--- config.mk ---
export PLATFORM = sky130hd
export DESIGN_NAME = fraise_top
export DESIGN_NICKNAME = d
export VERILOG_FILES = /design/src/common/fraise_infer_pkg.sv /design/src/common/fraise_bus_pkg.sv /design/src/verilog/fraise_top.sv /design/src/decision/fraise_decision.sv /design/src/decision/fraise_comparator.sv /design/src/inference/fraise_sequencer.sv /design/src/regs/fraise_regfile.sv
export VERILOG_INCLUDE_DIRS = /design/src /design/src/common
export SDC_FILE = /design/constraint.sdc
export NUM_CORES = 1
export LEC_CHECK = 0
export ABC_AREA = 1
export BUFFER_PORTS_ARGS = -buffer_cell sky130_fd_sc_hd__buf_2
export CAP_MARGIN = 20
export CORE_AREA = 4 4 170 172
export DETAILED_ROUTE_END_ITERATION = 8
export DIE_AREA = 0 0 174 176
export GPL_TIMING_DRIVEN = 0
export PLACE_DENSITY_LB_ADDON = 0.25
export SLEW_MARGIN = 20
export SYNTH_ARGS = -nofsm -noshare
export SYNTH_HDL_FRONTEND = slang
export SYNTH_SLANG_ARGS = --single-unit
--- constraint.sdc ---
create_clock -name clk_i -period 7.3 [get_ports clk_i]
set_input_delay 1.095 -clock clk_i [delete_from_list [all_inputs] [get_ports clk_i]]
set_output_delay 1.095 -clock clk_i [all_outputs]
set_load 0.05 [all_outputs]
--- src/common/fraise_cfg.svh ---
// widths, register offsets and read sequence lengths of the inference controller
`ifndef FRAISE_CFG_SVH
`define FRAISE_CFG_SVH

// bus
`define FRAISE_DATA_W 32
`define FRAISE_ADDR_W 32
`define FRAISE_HOST_W 1

// matrix and array
`define FRAISE_LINES      4
`define FRAISE_RES_W      8 // log-probability per line
`define FRAISE_OBS_W      3
`define FRAISE_ADDR_COL_W 5
`define FRAISE_ADDR_ROW_W 5

// read sequence
`define FRAISE_READ_STEPS    4 // csl/cwl steps per line
`define FRAISE_SETTLE_CYCLES 3 // read_out cycles before the first bit

// register map, base 0x10
`define FRAISE_REG_ON_OFF      32'h0000_0010
`define FRAISE_REG_OBS         32'h0000_0018
`define FRAISE_REG_LAUNCH      32'h0000_0020
`define FRAISE_REG_RES_VALID   32'h0000_0024
`define FRAISE_REG_RES         32'h0000_0028
`define FRAISE_REG_IRQ_EN      32'h0000_0030
`define FRAISE_REG_PRECISION   32'h0000_0034
`define FRAISE_REG_COMP_INSTR  32'h0000_0038
`define FRAISE_REG_COMP_REF    32'h0000_003C
`define FRAISE_REG_COMP_RESULT 32'h0000_0040
`define FRAISE_REG_COMP_BYPASS 32'h0000_0044

`endif
--- src/common/fraise_infer_pkg.sv ---
// sequencer states, comparator opcodes, array control pins and result types
package fraise_infer_pkg;

`include "fraise_cfg.svh"

    typedef enum logic [2:0] {
        seq_idle,
        seq_read_lines,
        seq_settle,
        seq_capture,
        seq_done
    } seq_state_e;

    // one array line read takes these four steps
    typedef enum logic [1:0] {
        step_sl_wl_rise,
        step_sl_fall,
        step_wl_high,
        step_wl_fall
    } read_step_e;

    typedef enum logic [1:0] {
        instr_read_mem = 2'b00,
        instr_read_out = 2'b01
    } array_instr_e;

    typedef enum logic [7:0] {
        op_eq  = 8'd0, // within precision
        op_gt  = 8'd1,
        op_lt  = 8'd2,
        op_min = 8'd3, // taken from line 0 only
        op_max = 8'd4
    } comp_op_e;

    typedef struct packed {
        logic                          csl;
        logic                          cwl;
        array_instr_e                  instr;
        logic [`FRAISE_ADDR_COL_W-1:0] addr_col;
        logic [`FRAISE_ADDR_ROW_W-1:0] addr_row;
    } array_ctrl_t;

    typedef logic [`FRAISE_LINES-1:0][`FRAISE_RES_W-1:0] line_results_t;
    typedef logic [`FRAISE_LINES-1:0][`FRAISE_OBS_W-1:0] obs_vec_t;
    typedef logic [`FRAISE_LINES-1:0]                    decision_t;

    // one byte per line in each field, same layout as the registers
    typedef struct packed {
        logic [`FRAISE_LINES-1:0][7:0] op;
        logic [`FRAISE_LINES-1:0][7:0] reference;
        logic [`FRAISE_LINES-1:0][7:0] precision;
    } comp_cfg_t;

endpackage

--- src/common/fraise_bus_pkg.sv ---
// bus request/response structs and the register offset enum
package fraise_bus_pkg;

`include "fraise_cfg.svh"

    typedef struct packed {
        logic [`FRAISE_ADDR_W-1:0]   addr;
        logic                        wen;   // 1 = write
        logic [`FRAISE_DATA_W-1:0]   wdata;
        logic [`FRAISE_DATA_W/8-1:0] ben;
        logic [`FRAISE_HOST_W-1:0]   host;  // initiator id, echoed back
    } bus_req_t;

    typedef struct packed {
        logic [`FRAISE_DATA_W-1:0] data;
        logic [`FRAISE_HOST_W-1:0] host;
    } bus_resp_t;

    typedef enum logic [`FRAISE_ADDR_W-1:0] {
        reg_on_off      = `FRAISE_REG_ON_OFF,
        reg_obs         = `FRAISE_REG_OBS,
        reg_launch      = `FRAISE_REG_LAUNCH,
        reg_res_valid   = `FRAISE_REG_RES_VALID,
        reg_res         = `FRAISE_REG_RES,
        reg_irq_en      = `FRAISE_REG_IRQ_EN,
        reg_precision   = `FRAISE_REG_PRECISION,
        reg_comp_instr  = `FRAISE_REG_COMP_INSTR,
        reg_comp_ref    = `FRAISE_REG_COMP_REF,
        reg_comp_result = `FRAISE_REG_COMP_RESULT,
        reg_comp_bypass = `FRAISE_REG_COMP_BYPASS
    } reg_addr_e;

endpackage

--- src/verilog/fraise_top.sv ---
// top level: register file, inference sequencer and decision block
`include "fraise_cfg.svh"

module fraise_top (
    input  logic                          clk_i,
    input  logic                          counter_read_reset,
    input  logic                          req_valid_i,
    input  fraise_bus_pkg::bus_req_t      bus_req_i,
    output logic                          ready_o,
    output logic                          resp_valid_o,
    output fraise_bus_pkg::bus_resp_t     bus_resp_o,
    output fraise_infer_pkg::array_ctrl_t array_ctrl_o,
    input  logic [`FRAISE_LINES-1:0]      bit_out_i,
    output logic                          irq_o
);
    import fraise_infer_pkg::*;

    logic          start;
    logic          busy;
    logic          done;
    logic          bypass;
    logic          irq_en;
    logic          res_valid;
    obs_vec_t      obs;
    line_results_t results;
    comp_cfg_t     comp_cfg;
    decision_t     decision;

    fraise_regfile u_regfile (
        .clk_i              (clk_i),
        .counter_read_reset (counter_read_reset),
        .req_valid_i        (req_valid_i),
        .bus_req_i          (bus_req_i),
        .busy_i             (busy),
        .done_i             (done),
        .results_i          (results),
        .decision_i         (decision),
        .ready_o            (ready_o),
        .resp_valid_o       (resp_valid_o),
        .bus_resp_o         (bus_resp_o),
        .start_o            (start),
        .obs_o              (obs),
        .comp_cfg_o         (comp_cfg),
        .bypass_o           (bypass),
        .irq_en_o           (irq_en),
        .res_valid_o        (res_valid)
    );

    fraise_sequencer u_sequencer (
        .clk_i              (clk_i),
        .counter_read_reset (counter_read_reset),
        .start_i            (start),
        .obs_i              (obs),
        .bit_out_i          (bit_out_i),
        .busy_o             (busy),
        .done_o             (done),
        .results_o          (results),
        .array_ctrl_o       (array_ctrl_o)
    );

    fraise_decision u_decision (
        .clk_i              (clk_i),
        .counter_read_reset (counter_read_reset),
        .results_i          (results),
        .comp_cfg_i         (comp_cfg),
        .bypass_i           (bypass),
        .irq_en_i           (irq_en),
        .res_valid_i        (res_valid),
        .decision_o         (decision),
        .irq_o              (irq_o)
    );

endmodule

--- src/decision/fraise_decision.sv ---
// per-line comparators, strict min/max across lines, decision vector
// and the registered interrupt
`include "fraise_cfg.svh"

module fraise_decision (
    input  logic                            clk_i,
    input  logic                            counter_read_reset,
    input  fraise_infer_pkg::line_results_t results_i,
    input  fraise_infer_pkg::comp_cfg_t     comp_cfg_i,
    input  logic                            bypass_i,
    input  logic                            irq_en_i,
    input  logic                            res_valid_i,
    output fraise_infer_pkg::decision_t     decision_o,
    output logic                            irq_o
);
    import fraise_infer_pkg::*;

    decision_t hits;
    decision_t min_mask;
    decision_t max_mask;
    comp_op_e  mode;

    for (genvar g = 0; g < `FRAISE_LINES; g++) begin : g_comp
        fraise_comparator u_comp (
            .op_i        (comp_op_e'(comp_cfg_i.op[g])),
            .result_i    (results_i[g]),
            .reference_i (comp_cfg_i.reference[g]),
            .precision_i (comp_cfg_i.precision[g]),
            .hit_o       (hits[g])
        );
    end

    // a line wins only if strictly beyond every other line
    always_comb begin
        for (int i = 0; i < `FRAISE_LINES; i++) begin
            min_mask[i] = 1'b1;
            max_mask[i] = 1'b1;
            for (int j = 0; j < `FRAISE_LINES; j++) begin
                if (j != i) begin
                    if (results_i[i] >= results_i[j]) min_mask[i] = 1'b0;
                    if (results_i[i] <= results_i[j]) max_mask[i] = 1'b0;
                end
            end
        end
    end

    assign mode = comp_op_e'(comp_cfg_i.op[0]); // line 0 picks min/max for all

    assign decision_o = (mode == op_min) ? min_mask :
                        (mode == op_max) ? max_mask : hits;

    always_ff @(posedge clk_i) begin
        if (counter_read_reset) begin
            irq_o <= 1'b0;
        end else begin
            irq_o <= res_valid_i && irq_en_i && (bypass_i || decision_o != '0);
        end
    end

endmodule

--- src/decision/fraise_comparator.sv ---
// single line comparator: eq within precision, gt, lt
`include "fraise_cfg.svh"

module fraise_comparator (
    input  fraise_infer_pkg::comp_op_e op_i,
    input  logic [`FRAISE_RES_W-1:0]   result_i,
    input  logic [`FRAISE_RES_W-1:0]   reference_i,
    input  logic [`FRAISE_RES_W-1:0]   precision_i,
    output logic                       hit_o
);
    import fraise_infer_pkg::*;

    logic [`FRAISE_RES_W-1:0] abs_diff;

    // unsigned distance, no wrap
    assign abs_diff = (result_i >= reference_i) ? result_i - reference_i
                                                : reference_i - result_i;

    always_comb begin
        case (op_i)
            op_eq:   hit_o = (abs_diff <= precision_i);
            op_gt:   hit_o = (result_i > reference_i);
            op_lt:   hit_o = (result_i < reference_i);
            default: hit_o = 1'b0; // min/max resolved across lines
        endcase
    end

endmodule

--- src/inference/fraise_sequencer.sv ---
// inference FSM: line reads on the array pins, settle, serial result capture
`include "fraise_cfg.svh"

module fraise_sequencer (
    input  logic                            clk_i,
    input  logic                            counter_read_reset,
    input  logic                            start_i,
    input  fraise_infer_pkg::obs_vec_t      obs_i,
    input  logic [`FRAISE_LINES-1:0]        bit_out_i,
    output logic                            busy_o,
    output logic                            done_o,
    output fraise_infer_pkg::line_results_t results_o,
    output fraise_infer_pkg::array_ctrl_t   array_ctrl_o
);
    import fraise_infer_pkg::*;

    localparam int unsigned line_w = $clog2(`FRAISE_LINES);
    localparam int unsigned cyc_w = $clog2(`FRAISE_RES_W);
    localparam read_step_e last_step = read_step_e'(`FRAISE_READ_STEPS - 1);
    localparam logic [line_w-1:0] last_line = line_w'(`FRAISE_LINES - 1);

    seq_state_e        state_q;
    read_step_e        step_q;
    logic [line_w-1:0] line_q;
    logic [cyc_w-1:0]  cyc_q; // settle and capture cycle
    logic [cyc_w-1:0]  bit_idx;
    line_results_t     results_q;

    assign bit_idx = cyc_w'(`FRAISE_RES_W - 1) - cyc_q; // msb first

    always_ff @(posedge clk_i) begin
        if (counter_read_reset) begin
            state_q   <= seq_idle;
            step_q    <= step_sl_wl_rise;
            line_q    <= '0;
            cyc_q     <= '0;
            results_q <= '0;
        end else begin
            case (state_q)
                seq_idle: begin
                    if (start_i) begin
                        state_q   <= seq_read_lines;
                        step_q    <= step_sl_wl_rise;
                        line_q    <= '0;
                        results_q <= '0;
                    end
                end
                seq_read_lines: begin
                    case (step_q)
                        step_sl_wl_rise: step_q <= step_sl_fall;
                        step_sl_fall:    step_q <= step_wl_high;
                        step_wl_high:    step_q <= step_wl_fall;
                        default:         step_q <= step_sl_wl_rise;
                    endcase
                    if (step_q == last_step) begin
                        line_q <= line_q + 1'b1;
                        if (line_q == last_line) begin
                            state_q <= seq_settle;
                            cyc_q   <= '0;
                        end
                    end
                end
                seq_settle: begin
                    cyc_q <= cyc_q + 1'b1;
                    if (cyc_q == cyc_w'(`FRAISE_SETTLE_CYCLES - 1)) begin
                        state_q <= seq_capture;
                        cyc_q   <= '0;
                    end
                end
                seq_capture: begin
                    for (int l = 0; l < `FRAISE_LINES; l++) begin
                        results_q[l][bit_idx] <= bit_out_i[l];
                    end
                    cyc_q <= cyc_q + 1'b1;
                    if (cyc_q == cyc_w'(`FRAISE_RES_W - 1)) begin
                        state_q <= seq_done;
                    end
                end
                default: state_q <= seq_idle; // done lasts one cycle
            endcase
        end
    end

    // array pins decoded from state and step
    always_comb begin
        array_ctrl_o          = '0;
        array_ctrl_o.instr    = instr_read_mem;
        array_ctrl_o.addr_col = {line_q, 3'b000}; // line index times 8
        array_ctrl_o.addr_row = {2'b00, obs_i[line_q]};
        if (state_q == seq_read_lines) begin
            array_ctrl_o.csl = (step_q == step_sl_wl_rise);
            array_ctrl_o.cwl = (step_q != step_wl_fall);
        end
        if (state_q == seq_settle || state_q == seq_capture) begin
            array_ctrl_o.instr = instr_read_out;
        end
    end

    assign busy_o    = (state_q != seq_idle);
    assign done_o    = (state_q == seq_done);
    assign results_o = results_q;

    assert property (@(posedge clk_i) disable iff (counter_read_reset)
        array_ctrl_o.csl |-> state_q == seq_read_lines)
        else $error("csl high outside line reads");

    assert property (@(posedge clk_i) disable iff (counter_read_reset)
        done_o |=> !done_o)
        else $error("done_o longer than one cycle");

endmodule

--- src/regs/fraise_regfile.sv ---
// register file: bus decode, configuration registers, result-valid flag
// and the one-cycle read response
`include "fraise_cfg.svh"

module fraise_regfile (
    input  logic                            clk_i,
    input  logic                            counter_read_reset,
    input  logic                            req_valid_i,
    input  fraise_bus_pkg::bus_req_t        bus_req_i,
    input  logic                            busy_i,
    input  logic                            done_i,
    input  fraise_infer_pkg::line_results_t results_i,
    input  fraise_infer_pkg::decision_t     decision_i,
    output logic                            ready_o,
    output logic                            resp_valid_o,
    output fraise_bus_pkg::bus_resp_t       bus_resp_o,
    output logic                            start_o,
    output fraise_infer_pkg::obs_vec_t      obs_o,
    output fraise_infer_pkg::comp_cfg_t     comp_cfg_o,
    output logic                            bypass_o,
    output logic                            irq_en_o,
    output logic                            res_valid_o
);
    import fraise_bus_pkg::*;
    import fraise_infer_pkg::*;

    logic                      on_q; // continuous mode
    logic                      launch_q;
    logic                      res_valid_q;
    logic                      irq_en_q;
    logic                      bypass_q;
    logic [`FRAISE_DATA_W-1:0] obs_q;
    comp_cfg_t                 comp_cfg_q;

    logic                      accept;
    logic                      wr;
    logic [`FRAISE_DATA_W-1:0] ben_mask;
    logic [`FRAISE_DATA_W-1:0] rd_data;

    // no new request while a run is active or a response is out
    assign ready_o = !busy_i && !resp_valid_o;
    assign accept  = req_valid_i && ready_o;
    assign wr      = accept && bus_req_i.wen;

    always_comb begin
        for (int b = 0; b < `FRAISE_DATA_W / 8; b++) begin
            ben_mask[b*8 +: 8] = {8{bus_req_i.ben[b]}};
        end
    end

    // read mux, always the value before this access' write
    always_comb begin
        rd_data = '0;
        case (bus_req_i.addr)
            reg_on_off:      rd_data[0] = on_q;
            reg_obs:         rd_data = obs_q;
            reg_launch:      rd_data[0] = launch_q;
            reg_res_valid:   rd_data[0] = res_valid_q;
            reg_res:         rd_data = results_i;
            reg_irq_en:      rd_data[0] = irq_en_q;
            reg_precision:   rd_data = comp_cfg_q.precision;
            reg_comp_instr:  rd_data = comp_cfg_q.op;
            reg_comp_ref:    rd_data = comp_cfg_q.reference;
            reg_comp_result: rd_data[`FRAISE_LINES-1:0] = decision_i;
            reg_comp_bypass: rd_data[0] = bypass_q;
            default:         rd_data = '0; // unmapped reads as zero
        endcase
    end

    always_ff @(posedge clk_i) begin
        if (counter_read_reset) begin
            on_q        <= 1'b0;
            launch_q    <= 1'b0;
            res_valid_q <= 1'b0;
            irq_en_q    <= 1'b0;
            bypass_q    <= 1'b0;
            obs_q       <= '0;
            comp_cfg_q  <= '0;
        end else begin
            if (busy_i) begin
                launch_q <= 1'b0; // run has started
            end
            if (done_i) begin
                res_valid_q <= 1'b1;
            end else if (accept && bus_req_i.addr == reg_res) begin
                res_valid_q <= 1'b0; // result consumed
            end
            if (wr) begin
                case (bus_req_i.addr)
                    reg_on_off:      on_q <= bus_req_i.wdata[0];
                    reg_obs:         obs_q <= bus_req_i.wdata & ben_mask;
                    reg_launch:      launch_q <= bus_req_i.wdata[0];
                    reg_irq_en:      irq_en_q <= bus_req_i.wdata[0];
                    reg_precision:   comp_cfg_q.precision <= bus_req_i.wdata;
                    reg_comp_instr:  comp_cfg_q.op <= bus_req_i.wdata;
                    reg_comp_ref:    comp_cfg_q.reference <= bus_req_i.wdata;
                    reg_comp_bypass: bypass_q <= bus_req_i.wdata[0];
                    default: ; // read-only or unmapped
                endcase
            end
        end
    end

    // response path
    always_ff @(posedge clk_i) begin
        if (counter_read_reset) begin
            resp_valid_o <= 1'b0;
        end else begin
            resp_valid_o <= accept;
        end
    end

    always_ff @(posedge clk_i) begin
        if (accept) begin
            bus_resp_o.data <= rd_data;
            bus_resp_o.host <= bus_req_i.host;
        end
    end

    assign start_o     = on_q || launch_q;
    assign obs_o       = {obs_q[26:24], obs_q[18:16], obs_q[10:8], obs_q[2:0]}; // low bits per byte
    assign comp_cfg_o  = comp_cfg_q;
    assign bypass_o    = bypass_q;
    assign irq_en_o    = irq_en_q;
    assign res_valid_o = res_valid_q;

    // each accepted request gets exactly one response beat
    assert property (@(posedge clk_i) disable iff (counter_read_reset)
        resp_valid_o |=> !resp_valid_o)
        else $error("resp_valid_o held for two cycles");

endmodule

==> qor.csv <==
stage,metric,value,unit
route,drt wl/cell,19.9,um
route,DRT iter0 DRCs,1635,
floorplan,core area,27500,sq um
worst_setup_path,Worst Setup End Kind,flop,
power_and_ir_drop,Comb power frac,19.0,%
synthesis,"Avg Cell Area, Syn",7.32,sq um
outcome,outcome,"finished, final reports clean",
synthesis,Synth cell types,57,
cells_and_area,ant diodes,0,
global_route,gr ovfl total,0,
cts,clock root cell,clkbuf_16,
sta,final hold vios,0,
cells_and_area,Fill cells,2630,
synthesis,"Seq/Total Area, Yosys",31.7,%
power_and_ir_drop,clock power share,41.0,%
sta,Rel. slew slack,33.2,%
synthesis,number of synthesis warnings,0,
worst_setup_path,reg2reg path depth,24,
worst_setup_path,worst reg2reg endpoint,u_regfile.bus_resp_o[2],
synthesis,"Top FF cell, synth",dfxtp_1,
worst_setup_path,worst path cell trace,inv_1 > ha_1 > a21oi_1 > nand2_1 > nand2_1 > nand3_1 > nor2_2 > mux2_2 > xor2_1 > inv_1 > ha_1 > nand2_1 > nor2_1 > nand2_1 > nand2_1 > nand2_1 > nand2_1 > nand2_1 > nand2_1 > nand2_1 > nand2_1 > nand2_1 > nand2_1 > nand4_1,
synthesis,post-synth top area share,24.8,%
worst_setup_path,"Max FO, Critical Path",8,
power_and_ir_drop,P per Cell Area,197,nW/um^2
cells_and_area,"Design Area, Final",16200,sq um
global_route,Global Route Usage Sum,30.9,%
synthesis,"EDFF count, synth",33,
sta,min Tclk post-route,4.36,ns
cts,Max Root-Sink Buffers,3,
min_path,Hold Path Class,reg -> reg,
power_and_ir_drop,Net Sw Frac,32.8,%
cts,hold buffers post-CTS,0,
sta,post-route clock period utilization,59.7,%
sta,Final setup viols,0,
global_route,first-pass GRT wire length,74300,um
placed_design,Placed Instance Area,15300,sq um
placed_design,number of buffers added on ports,116,
global_route,largest net degree at the start of global routing,35,
sta,post-route setup slack,2.94,ns
route,1st-pass router iterations,5,
cts,H-tree level count,1,
route,post-route antenna net violation count,0,
floorplan,row cnt,61,
cells_and_area,fraction of layout cells with a size suffix above 1,12.5,%
floorplan,Die X,174,um
synthesis,Yosys reg bits,210,
cells_and_area,"commonest non-fill, non-tap cells in the layout","nand2_1 (389), inv_1 (315), a21oi_1 (240)",
sta,RSZ-0062 raised after global routing,no,
cts,Clock transition at path regs,0.06,ns
min_path,hold_sp,u_regfile.obs_q[6],
floorplan,Ports,127,
cts,post-cts repair resize count,0,
synthesis,Syn Inst Count,1955,
cts,CTS tree,yes,
synthesis,Post-Syn Area,14300,sq um
sta,Fmax,230,MHz
route,DRC violations left,0,
placed_design,Final HPWL DP,37000,um
worst_setup_path,Startpoint Class,flop,
worst_setup_path,critical path type,reg -> reg,
placed_design,Setup WS pre-CTS,3.04,ns
job,Max-Cap Viols,0,
cts,clk_lat worst skew,0.55,ns
sta,clock skew,0.0288,ns
min_path,Hold Path Depth,2,
cts,post-CTS setup repair buffer count,0,
placed_design,GPL Wtd Cong,0.968,
power_and_ir_drop,sw power,0.00105,W
worst_setup_path,Critical Path AT,4.62,ns
power_and_ir_drop,Static Leakage,7.43,nW
floorplan,Die Ht,176,um
cells_and_area,"commonest non-fill, non-tap cell in the layout",nand2_1,
global_route,vias in the first global route,13500,
sta,Slew @ Worst Pin,1.00,ns
worst_setup_path,"Largest delay share family, worst path",simple AND/OR/NAND/NOR gates,
sta,Setup TNS,0,ns
worst_setup_path,Worst EP required,7.56,ns
route,DRT Wirelength,49200,um
worst_setup_path,"most used cell, CP",nand2_1,
cts,Num Clock Sinks,210,
cells_and_area,nets,2335,
worst_setup_path,Critical Path Max Stage Delay,0.57,ns
power_and_ir_drop,Total Power,0.00320,W
synthesis,most area-hungry cell type in the Yosys netlist,dfxtp_1,
synthesis,Area contributors post-synth,"dfxtp_1 (25%), ha_1 (13%), nand2_1 (10%)",
power_and_ir_drop,Flop pwr share,40.0,%
worst_setup_path,beginning of the worst register-to-register path,u_sequencer.results_o[11],
power_and_ir_drop,Internal,0.00215,W
worst_setup_path,"Buf+Inv Stages, Crit Path",2,
sta,count of final max-slew check failures,0,
worst_setup_path,flop-to-flop setup slack,2.94,ns
power_and_ir_drop,maximum VDD drop,0.169,mV
floorplan,Initial Util,52.1,%
synthesis,"FFs w/ async S/R, synth",0,%
route,vias per cell,5.75,
global_route,antenna violations before repair,0,
cells_and_area,Area Growth Syn to Fin,13.1,%
worst_setup_path,CP max-delay cell,dfxtp_1,
route,via count,14200,
floorplan,die area,30600,sq um
min_path,Worst Hold Path EP,u_regfile.obs_q[6],
cts,Num CTS Buffers,25,
==> synth_stat cells (16+ instances only) <==
library cell,number
ha_1,147
nor2_1,126
a211oi_2,22
clkbuf_1,31
xor2_1,16
o21ai_1,32
o22ai_1,61
nand4_1,21
nand2_1,389
a21oi_1,240
edfxtp_1,33
o21ai_0,91
inv_1,315
buf_4,16
dfxtp_1,177
nor3_1,29
nand3_1,42
o21a_1,24
==> worst max-delay path by stage <==
stage / start / endpoint / slack [ns] / cells past startpoint
2_1_floorplan: u_sequencer.results_o[8] / u_regfile.bus_resp_o[2] / 3.94 / 26
3_3_place_gp: u_sequencer.results_o[11] / u_regfile.bus_resp_o[2] / 2.99 / 24
5_1_grt: u_sequencer.results_o[19] / u_regfile.bus_resp_o[3] / 2.66 / 25
6_report: u_sequencer.results_o[11] / u_regfile.bus_resp_o[2] / 2.94 / 24
4_1_cts: u_sequencer.results_o[11] / u_regfile.bus_resp_o[2] / 3.03 / 24
3_5_place_dp: u_sequencer.results_o[11] / u_regfile.bus_resp_o[2] / 3.04 / 24
==> power by group through the flow <==
stage | Clock [W] | Sequential (W) | Combinational [W]
after floorplan | 0 | 0.00148 | 0.000252
after global placement | 0 | 0.00130 | 0.000599
after detailed placement | 0 | 0.00130 | 0.000603
after CTS | 0.00131 | 0.00128 | 0.000605
after global routing | 0.00136 | 0.00129 | 0.000644
final | 0.00131 | 0.00128 | 0.000607
==> metrics by stage <==
step | utilization (%) | hold WS, ns | std cells
floorplan | - | 0.427 | 1960
global placement | 55.8 | 0.440 | 2422
detailed placement | 55.8 | 0.453 | 2422
CTS | 58.9 | 0.463 | 2468
global route | 58.9 | 0.478 | 2468
finish | 58.9 | 0.463 | 2468
==> flip-flops by register name, indices dropped and copies added, names as in the netlist <==
register                flops
u_sequencer.step_q          2
u_sequencer.cyc_q           3
u_regfile.bus_resp_o       33
u_regfile.obs_q            32
u_regfile.irq_en_o          1
u_regfile.res_valid_o       1
u_regfile.launch_q          1
u_sequencer.results_o      32
u_regfile.bypass_o          1
u_decision.irq_o            1
u_regfile.resp_valid_o      1
u_sequencer.state_q         3
u_regfile.comp_cfg_o       96
u_sequencer.line_q          2
u_regfile.on_q              1
==> area by class of cell <==
| cell class | instances | area (sq um) | area share, % |
|---|---|---|---|
| clock inverter | 15 | 169 | 1.04 |
| tap | 346 | 433 | 2.67 |
| sequential | 210 | 4530 | 28.0 |
| timing repair buffer | 116 | 581 | 3.59 |
| inverter | 325 | 1220 | 7.53 |
| buffer | 75 | 420 | 2.60 |
| clock buffer | 31 | 679 | 4.20 |
| multi-input combinational | 1350 | 8160 | 50.4 |
==> routing by layer <==
layer  GRT usage [%]  routed length [um]
met2            50.8               21700
met3            5.10                4740
met1            39.5               19900
met4            15.3                2890
met5               0                   0
==> logic make-up after synthesis <==
group / Yosys count / synth area share [%]
muxes: 12 / 0.909
adders and majority gates: 155 / 14.0
AOI/OAI and AO/OA: 520 / 21.4
and+or+nand+nor: 631 / 18.9
DFF: 210 / 31.7
buffers and inverters: 400 / 11.5
other: 1 / 0.0262
xor gates and xnor gates: 26 / 1.59
==> worst register-to-register path: cells and delay by family, from the launching register on <==
| kind | cells | cell delay, ns |
|---|---|---|
| adders and majority gates | 2 | 0.70 |
| AOI/OAI and AO/OA | 1 | 0.25 |
| buffers and inverters | 2 | 0.22 |
| muxes | 1 | 0.39 |
| xor gates and xnor gates | 1 | 0.13 |
| and+or+nand+nor | 17 | 1.81 |
| DFF | 1 | 0.57 |
No activity file was read; power rests on OpenSTA's default activity.
